===== config.mk =====
export PLATFORM = sky130hd
export DESIGN_NAME = polymul_top
export DESIGN_NICKNAME = d
export VERILOG_FILES = /design/src/verilog/polymul_pkg.sv /design/src/verilog/gf_mac_array.sv /design/src/verilog/gf_mul.sv /design/src/verilog/polymul_mem.sv /design/src/verilog/polymul_seq.sv /design/src/verilog/polymul_top.sv /design/src/verilog/polymul_wb_slave.sv
export SDC_FILE = /design/constraint.sdc
export NUM_CORES = 2
export LEC_CHECK = 0
export BUFFER_PORTS_ARGS = -buffer_cell sky130_fd_sc_hd__buf_4
export CORE_ASPECT_RATIO = 1.4
export CORE_MARGIN = 8
export CORE_UTILIZATION = 58
export CTS_CLUSTER_DIAMETER = 40
export DETAILED_ROUTE_END_ITERATION = 7
export PLACE_DENSITY = 0.75
export SYNTH_ARGS = -nofsm -noshare
export SYNTH_HDL_FRONTEND = slang
export SYNTH_SLANG_ARGS = --single-unit

===== constraint.sdc =====
create_clock -name clk -period 6.2 [get_ports clk]
set_input_delay 0.31 -clock clk [delete_from_list [all_inputs] [get_ports clk]]
set_output_delay 0.31 -clock clk [all_outputs]
set_load 0.01 [all_outputs]

===== src/verilog/polymul_pkg.sv =====
package polymul_pkg;

	// ----------------------------------------
	// field and word geometry
	// ----------------------------------------
	localparam int GF_M = 8;                          // bits per coefficient
	localparam logic [GF_M-1:0] FIELD_POLY = 8'h1B;  // x^8+x^4+x^3+x+1, top bit implied
	localparam int COEFS = 5;                         // coefficients per word
	localparam int DEPTH = 8;                         // words per memory, power of two
	localparam int ADDR_W = 3;
	localparam int WORD_W = COEFS * GF_M;
	localparam int STEPS = DEPTH * DEPTH;             // word products per run

	// ----------------------------------------
	// bus address map
	// ----------------------------------------
	localparam int BUS_ADR_W = 5;                     // [4:3] region, [2:0] word
	localparam logic [1:0] REGION_A = 2'd0;
	localparam logic [1:0] REGION_B = 2'd1;
	localparam logic [1:0] REGION_C = 2'd2;
	localparam logic [1:0] REGION_CTRL = 2'd3;

	localparam int STAT_BUSY = 0;                     // status word bits
	localparam int STAT_DONE = 1;

	typedef logic [GF_M-1:0] coef_t;

	// same word, bus view or per-coefficient view; coef[0] in the low bits
	typedef union packed {
		logic [WORD_W-1:0] raw;
		coef_t [COEFS-1:0] coef;
	} poly_word_u;

	typedef struct packed {
		logic cyc;
		logic stb;
		logic we;
		logic [BUS_ADR_W-1:0] adr;
		logic [WORD_W-1:0] dat;
	} wb_req_t;

	typedef struct packed {
		logic ack;
		logic [WORD_W-1:0] dat;
	} wb_rsp_t;

	typedef struct packed {
		logic en;
		logic [ADDR_W-1:0] addr;
		poly_word_u data;
	} mem_wr_t;

endpackage


===== src/verilog/gf_mac_array.sv =====
module gf_mac_array (
	input polymul_pkg::poly_word_u a_word,
	input polymul_pkg::poly_word_u b_hi,
	input polymul_pkg::poly_word_u b_lo,
	output polymul_pkg::poly_word_u prod
);

	import polymul_pkg::*;

	// ten-coefficient window, b_lo below b_hi
	coef_t [2*COEFS-1:0] win;

	// partial products, [output coef][a coef]
	coef_t pp [COEFS][COEFS];

	assign win = {b_hi.coef, b_lo.coef};

	// ----------------------------------------
	// 5x5 multiplier grid
	// ----------------------------------------
	for (genvar gr = 0; gr < COEFS; gr++) begin : g_row
		for (genvar ga = 0; ga < COEFS; ga++) begin : g_col
			// a coef ga pairs with window slot 5+gr-ga, always 1..9
			gf_mul u_mul (
				.a(a_word.coef[ga]),
				.b(win[COEFS + gr - ga]),
				.p(pp[gr][ga])
			);
		end
	end

	// ----------------------------------------
	// xor trees, one per output coefficient
	// ----------------------------------------
	always_comb begin
		for (int r = 0; r < COEFS; r++) begin
			prod.coef[r] = '0;
			for (int k = 0; k < COEFS; k++)
				prod.coef[r] = prod.coef[r] ^ pp[r][k];
		end
	end

endmodule


===== src/verilog/gf_mul.sv =====
module gf_mul (
	input polymul_pkg::coef_t a,
	input polymul_pkg::coef_t b,
	output polymul_pkg::coef_t p
);

	import polymul_pkg::*;

	// shift and add, one bit of b per pass
	always_comb begin : mul_loop
		coef_t acc;
		coef_t sh;
		acc = '0;
		sh = a;
		for (int i = 0; i < GF_M; i++) begin
			if (b[i])
				acc = acc ^ sh;
			// multiply sh by x, fold the overflow back in
			if (sh[GF_M-1])
				sh = {sh[GF_M-2:0], 1'b0} ^ FIELD_POLY;
			else
				sh = {sh[GF_M-2:0], 1'b0};
		end
		p = acc;
	end

endmodule


===== src/verilog/polymul_mem.sv =====
module polymul_mem (
	input logic clk,
	input polymul_pkg::mem_wr_t wr,
	input logic [polymul_pkg::ADDR_W-1:0] raddr0,
	output polymul_pkg::poly_word_u rdata0,
	input logic [polymul_pkg::ADDR_W-1:0] raddr1,
	output polymul_pkg::poly_word_u rdata1
);

	import polymul_pkg::*;

	poly_word_u mem [DEPTH];

	always_ff @(posedge clk) begin
		if (wr.en)
			mem[wr.addr] <= wr.data;
	end

	// both read ports are asynchronous
	assign rdata0 = mem[raddr0];
	assign rdata1 = mem[raddr1];

endmodule


===== src/verilog/polymul_seq.sv =====
module polymul_seq (
	input logic clk,
	input logic rst_b,
	input logic start,
	output logic busy,
	output logic finish,
	output logic [polymul_pkg::ADDR_W-1:0] a_addr,
	output logic [polymul_pkg::ADDR_W-1:0] b_hi_addr,
	output logic [polymul_pkg::ADDR_W-1:0] b_lo_addr,
	output logic [polymul_pkg::ADDR_W-1:0] c_raddr,
	input polymul_pkg::poly_word_u a_data,
	input polymul_pkg::poly_word_u b_hi_data,
	input polymul_pkg::poly_word_u b_lo_data,
	input polymul_pkg::poly_word_u c_rdata,
	output polymul_pkg::mem_wr_t c_wr
);

	import polymul_pkg::*;

	typedef enum logic [1:0] {
		IDLE,
		RUN,
		DRAIN   // last product still in the pipe
	} state_t;

	state_t state;
	logic [ADDR_W-1:0] p;          // A word, outer loop
	logic [ADDR_W-1:0] q;          // C word, inner loop
	logic go;
	poly_word_u prod;

	// product pipeline stage
	logic pipe_vld;
	logic pipe_first;              // p was 0, overwrite C
	logic [ADDR_W-1:0] pipe_q;
	poly_word_u pipe_prod;

	assign go = (state == IDLE) & start & ~busy;

	// ----------------------------------------
	// step counters and run control
	// ----------------------------------------
	always_ff @(posedge clk) begin
		if (!rst_b) begin
			state <= IDLE;
			p <= '0;
			q <= '0;
			busy <= 1'b0;
			finish <= 1'b0;
			pipe_vld <= 1'b0;
			pipe_first <= 1'b0;
			pipe_q <= '0;
		end else begin
			finish <= 1'b0;
			case (state)
				IDLE: if (go) begin
					state <= RUN;
					p <= '0;
					q <= '0;
				end
				RUN: begin
					q <= q + 1'b1;
					if (&q) begin  // q wraps, DEPTH is a power of two
						p <= p + 1'b1;
						if (&p)
							state <= DRAIN;
					end
				end
				DRAIN: begin
					state <= IDLE;
					finish <= 1'b1;
				end
				default: state <= IDLE;
			endcase

			if (finish)
				busy <= 1'b0;
			else if (go)
				busy <= 1'b1;

			pipe_vld <= (state == RUN);
			pipe_first <= (p == '0);
			pipe_q <= q;
		end
	end

	always_ff @(posedge clk)
		pipe_prod <= prod;

	// window B[q-p-1], B[q-p], indices wrap mod DEPTH
	assign a_addr = p;
	assign b_hi_addr = q - p;
	assign b_lo_addr = q - p - 1'b1;

	gf_mac_array u_mac (
		.a_word(a_data),
		.b_hi(b_hi_data),
		.b_lo(b_lo_data),
		.prod(prod)
	);

	// ----------------------------------------
	// C read-modify-write
	// ----------------------------------------
	assign c_raddr = pipe_q;

	always_comb begin
		c_wr.en = pipe_vld;
		c_wr.addr = pipe_q;
		if (pipe_first)
			c_wr.data.raw = pipe_prod.raw;
		else
			c_wr.data.raw = pipe_prod.raw ^ c_rdata.raw;  // accumulate
	end

endmodule


===== src/verilog/polymul_top.sv =====
module polymul_top (
	input logic clk,
	input logic rst_b,
	input polymul_pkg::wb_req_t req,
	output polymul_pkg::wb_rsp_t rsp
);

	import polymul_pkg::*;

	// host side
	mem_wr_t a_wr;
	mem_wr_t b_wr;
	logic [ADDR_W-1:0] host_raddr;
	poly_word_u host_a_rdata;
	poly_word_u host_c_rdata;
	logic start;
	logic busy;
	logic finish;

	// sequencer side
	logic [ADDR_W-1:0] a_addr;
	logic [ADDR_W-1:0] b_hi_addr;
	logic [ADDR_W-1:0] b_lo_addr;
	logic [ADDR_W-1:0] c_raddr;
	poly_word_u a_data;
	poly_word_u b_hi_data;
	poly_word_u b_lo_data;
	poly_word_u c_rdata;
	mem_wr_t c_wr;

	polymul_wb_slave u_slave (
		.clk(clk),
		.rst_b(rst_b),
		.req(req),
		.rsp(rsp),
		.a_wr(a_wr),
		.b_wr(b_wr),
		.host_raddr(host_raddr),
		.a_rdata(host_a_rdata),
		.c_rdata(host_c_rdata),
		.start(start),
		.busy(busy),
		.finish(finish)
	);

	polymul_seq u_seq (
		.clk(clk),
		.rst_b(rst_b),
		.start(start),
		.busy(busy),
		.finish(finish),
		.a_addr(a_addr),
		.b_hi_addr(b_hi_addr),
		.b_lo_addr(b_lo_addr),
		.c_raddr(c_raddr),
		.a_data(a_data),
		.b_hi_data(b_hi_data),
		.b_lo_data(b_lo_data),
		.c_rdata(c_rdata),
		.c_wr(c_wr)
	);

	// ----------------------------------------
	// operand and result memories
	// ----------------------------------------
	polymul_mem mem_a (
		.clk(clk), .wr(a_wr),
		.raddr0(a_addr), .rdata0(a_data),
		.raddr1(host_raddr), .rdata1(host_a_rdata)
	);

	polymul_mem mem_b (  // both ports feed the B window
		.clk(clk), .wr(b_wr),
		.raddr0(b_hi_addr), .rdata0(b_hi_data),
		.raddr1(b_lo_addr), .rdata1(b_lo_data)
	);

	polymul_mem mem_c (
		.clk(clk), .wr(c_wr),
		.raddr0(c_raddr), .rdata0(c_rdata),
		.raddr1(host_raddr), .rdata1(host_c_rdata)
	);

endmodule


===== src/verilog/polymul_wb_slave.sv =====
module polymul_wb_slave (
	input logic clk,
	input logic rst_b,
	input polymul_pkg::wb_req_t req,
	output polymul_pkg::wb_rsp_t rsp,
	output polymul_pkg::mem_wr_t a_wr,
	output polymul_pkg::mem_wr_t b_wr,
	output logic [polymul_pkg::ADDR_W-1:0] host_raddr,
	input polymul_pkg::poly_word_u a_rdata,
	input polymul_pkg::poly_word_u c_rdata,
	output logic start,
	input logic busy,
	input logic finish
);

	import polymul_pkg::*;

	logic [1:0] region;
	logic [ADDR_W-1:0] word;
	logic hit;                     // new request, not yet acked
	logic wr_hit;
	logic locked;                  // run pending or active
	logic done;
	logic ack;
	logic [WORD_W-1:0] rdat;
	logic [WORD_W-1:0] rd_mux;
	logic [WORD_W-1:0] status;

	// write port payload shared by A and B
	logic a_en;
	logic b_en;
	logic [ADDR_W-1:0] wr_addr;
	poly_word_u wr_data;

	assign region = req.adr[BUS_ADR_W-1 -: 2];
	assign word = req.adr[ADDR_W-1:0];
	assign hit = req.cyc & req.stb & ~ack;
	assign wr_hit = hit & req.we;
	assign locked = busy | start;

	assign host_raddr = word;

	// ----------------------------------------
	// read data select
	// ----------------------------------------
	always_comb begin
		status = '0;
		status[STAT_BUSY] = busy;
		status[STAT_DONE] = done;
		case (region)
			REGION_A: rd_mux = a_rdata.raw;
			REGION_C: rd_mux = c_rdata.raw;
			REGION_CTRL: rd_mux = status;
			default: rd_mux = '0;  // B is write only
		endcase
	end

	// ----------------------------------------
	// ack, writes, start and done
	// ----------------------------------------
	always_ff @(posedge clk) begin
		if (!rst_b) begin
			ack <= 1'b0;
			a_en <= 1'b0;
			b_en <= 1'b0;
			start <= 1'b0;
			done <= 1'b0;
		end else begin
			ack <= hit;
			a_en <= wr_hit && region == REGION_A && !locked;
			b_en <= wr_hit && region == REGION_B && !locked;
			start <= wr_hit && region == REGION_CTRL && !locked;
			if (start)
				done <= 1'b0;
			else if (finish)
				done <= 1'b1;
		end

		if (hit) begin
			rdat <= rd_mux;
			wr_addr <= word;
			wr_data.raw <= req.dat;
		end
	end

	assign a_wr = '{en: a_en, addr: wr_addr, data: wr_data};
	assign b_wr = '{en: b_en, addr: wr_addr, data: wr_data};

	assign rsp = '{ack: ack, dat: rdat};

endmodule

==> qor.yml <==
sta:
  timing.final.ws_setup_ns: 0.744
  slew_viol_final: 0
  hold_viol: 0
  setup_viol_count_final: 0
  fin_crit_ns: 5.46
  clock.fmax_ghz: 0.183
  period_share: 0.880
  rsz0062_at_grt: "no"
  relSlewSlack: 0.0990
  worst_pin_slew_ns: 1.35
  fin_skew_ns: 0.0480
  finalSetupTns_ns: 0
die:
  floorplan.rows: 153
  initial_utilization: 0.581
  ios: 91
  coreArea_sq_um: 124000
  die_x_um: 314
  die_area_sq_um: 136000
  die_h_um: 433
setup_path:
  critPathLaunchType: "register"
  crit_type: "reg -> reg"
  reg2reg_from: "u_seq.q[0]"
  r2r_cells: 14
  slowest_stage: "fa_4"
  crit_path_max_incr_delay_ns: 1.00
  r2r_end: "u_seq.pipe_prod[37]"
  r2r_setup_slack_ns: 0.74
  startpoint: "u_seq.q[0]"
  required_ns: 6.79
  critPathCapture: "u_seq.pipe_prod[37]"
  setup.worst_path.end_class: "register"
  cpMostUsedCell: "xnor2_1"
  crit_path_max_fanout: 51
  worstPathCellList: "inv_1 -> ha_4 -> inv_1 -> fa_4 -> buf_12 -> mux4_2 -> mux2i_4 -> buf_4 -> nor3_1 -> xnor2_1 -> xnor3_1 -> xnor2_1 -> xnor2_1 -> xnor2_1"
  cp.arrival_ns: 6.05
drt:
  route.detailed.drc: 0
  vias_per_cell: 6.64
  drtPass1Iterations: 6
  via_count: 51300
  drt-initial-drc-count: 7518
  detail-route-antenna-nets: 0
  routed_wl_um: 261000
  avgRoutedWirePerCell_um: 33.8
logic_synthesis:
  synthesis.nets: 5922
  synthDominantCellAreaShare: 0.436
  synth-seq-cells: 1106
  synth_edf_count: 1043
  ys_seq_area_frac: 0.453
  yosys-top-cells-count: "1635 x nor2_1, 1244 x xnor2_1, 1043 x edfxtp_1"
  synth.area.top_cells: "edfxtp_1 44%, xnor2_1 15%, mux4_2 15%, nor2_1 8.5%, xor2_1 4.4%"
  synth.distinct_cells: 57
  ys_async_sr_fraction: 0
  yosysTopAreaCell: "edfxtp_1"
  synth-main-ff-cell: "edfxtp_1"
  synthCells: 5865
  yosysMostFrequentCell: "nor2_1"
  yosys_warnings: 0
  avgSynthCellArea_sq_um: 12.3
  syn_area_sq_um: 71900
power_and_ir_drop:
  ir_drop_mv: 0.395
  power.share.switching: 0.248
  internal_power_w: 0.0129
  p_leak_nw: 27.1
  p_switching_w: 0.00426
  powerDensity_nw_per_um2: 214
  p_seq_frac: 0.512
  pwr-share-comb: 0.073
  clkPwrFrac: 0.415
global_route:
  gr-usage-met2: 0.600
  use_met1: 0.432
  grt_pass1_wl_um: 371000
  busiest_layer: "met2"
  grt_pass1_vias: 51200
  grt.total_usage: 0.379
  met3_usage: 0.107
  grt_max_degree: 81
  antenna_found_initial: 14
  overflow: 0
final_layout:
  area_growth_pct: 11.9
  stdcell_count: 7726
  layout-drive-gt1-share: 0.207
  fillers: 8943
  stdcell_area_sq_um: 80400
  final_nets: 6055
  fin_util: 0.650
worst_hold_path:
  hp-start: "req[45]"
  hold_class: "in -> reg"
clock_tree:
  post_cts_buffers: 0
  cts_resized: 0
  max-clock-path-buffers: 3
  cts_root_buf: "clkbuf_16"
  clkSinkCount: 1106
  htreeDepth: 3
  insertion_delay_ns: 0.78
  cts_hold_buf: 42
  cts_tree: "done"
  clk_pin_slew_ns: 0.07
  numCtsBuffers: 110
flow_run:
  drv_cap: 0
run_status:
  status: "completed"
placement:
  pre_cts_ws_ns: 1.04
  place_area_sq_um: 76100
  place.gp.congestion: 1.07
  portBuffers: 90
  dp_hpwl_um: 172000
  placed_cells: 7471
==> worst min-delay path by stage <==
stage / to / cells after the start
floorplan: u_seq.busy / 1
global placement: u_seq.busy / 1
detailed placement: u_seq.busy / 1
finish: u_slave.b_en / 4
global route: u_slave.b_en / 4
CTS: u_slave.b_en / 4
==> registers in the layout, summed over array words and instances, names as in the netlist, 3 cells and up, named ones only <==
signal	count
u_seq.pipe_prod	40
u_slave.wr_addr	3
u_seq.a_addr	3
mem_b.mem	320
u_slave.wr_data	40
mem_c.mem	320
u_slave.rdat	40
u_seq.c_raddr	3
mem_a.mem	320
u_seq.q	3
==> through the flow <==
step           power [W]  hold WS, ns
3_3_place_gp      0.0101        0.418
5_1_grt           0.0175        0.108
6_report          0.0172        0.118
3_5_place_dp      0.0101        0.426
4_1_cts           0.0171       0.0383
2_1_floorplan    0.00948        0.400
==> metal layers <==
layer	up-vias	routed length (um)
met5	-	105
met4	16	26400
met3	1275	32100
met2	4105	120000
met1	25200	82800
li1	20700	-
==> power groups by stage <==
stage / clock network, W / registers, W / logic, W
6_report: 0.00714 / 0.00880 / 0.00126
3_3_place_gp: 0 / 0.00893 / 0.00118
5_1_grt: 0.00739 / 0.00879 / 0.00132
4_1_cts: 0.00711 / 0.00877 / 0.00123
3_5_place_dp: 0 / 0.00892 / 0.00120
2_1_floorplan: 0 / 0.00865 / 0.000824
==> area by class of cell <==
class	count	area [sq um]	share of cell area
Multi-Input combinational cell	4331	38200	0.475
Sequential cell	1106	32600	0.405
Timing Repair Buffer	437	3660	0.0455
Clock buffer	128	2880	0.0359
Tap cell	1627	2040	0.0253
Clock inverter	78	955	0.0119
Inverter	12	45.0	0.000560
Antenna cell	7	17.5	0.000218
==> cells in the final DEF (no fill, tap or decap), types with 7 or more instances in the layout <==
| master | synthesis | final |
|---|---|---|
| mux2i_1 | 145 | 85 |
| a21oi_1 | 39 | 39 |
| xnor3_1 | 65 | 64 |
| nand2b_1 | 16 | 16 |
| nor2_4 | 0 | 17 |
| diode_2 | 0 | 7 |
| and2_1 | 7 | 7 |
| nor3_2 | 1 | 8 |
| a22oi_1 | 26 | 26 |
| inv_1 | 12 | 12 |
| clkbuf_16 | 0 | 112 |
| xnor2_2 | 22 | 28 |
| clkbuf_1 | 220 | 14 |
| a31oi_1 | 7 | 7 |
| buf_4 | 20 | 372 |
| xor2_1 | 358 | 358 |
| xor3_1 | 7 | 7 |
| xnor2_1 | 1244 | 1235 |
| clkinv_1 | 0 | 9 |
| edfxtp_1 | 1043 | 1043 |
| mux4_2 | 475 | 475 |
| mux2_2 | 42 | 42 |
| clkinv_8 | 0 | 11 |
| a22o_1 | 7 | 7 |
| clkinv_2 | 0 | 23 |
| buf_12 | 1 | 21 |
| mux2i_2 | 7 | 29 |
| nor3_1 | 37 | 30 |
| dlygate4sd3_1 | 0 | 42 |
| nor2_1 | 1635 | 1618 |
| o22ai_1 | 23 | 23 |
| o21ai_0 | 14 | 14 |
| bufinv_16 | 0 | 13 |
| nor2b_1 | 47 | 46 |
| dfxtp_1 | 63 | 56 |
| nand2_1 | 26 | 26 |
| mux2i_4 | 21 | 59 |
| nor3b_1 | 8 | 7 |
==> cell families after synthesis <==
| group | Yosys count | synth area share |
|---|---|---|
| AO/OA/AOI/OAI | 138 | 0.0124 |
| buffers and inverters | 428 | 0.0271 |
| flip-flops | 1106 | 0.453 |
| AND/OR/NAND/NOR | 1796 | 0.0981 |
| XOR/XNOR | 1700 | 0.224 |
| adder cells (fa/ha/maj) | 7 | 0.00132 |
| multiplexers | 690 | 0.184 |
==> worst max-delay path, delay by kind of cell (launching register included) <==
kind	cells	cell delay, ns
flip-flops	1	0.33
buffers and inverters	4	0.95
adder cells (fa/ha/maj)	2	1.13
XOR/XNOR	5	1.53
AND/OR/NAND/NOR	1	0.12
multiplexers	2	1.14
(Power assumes the default switching activity.)
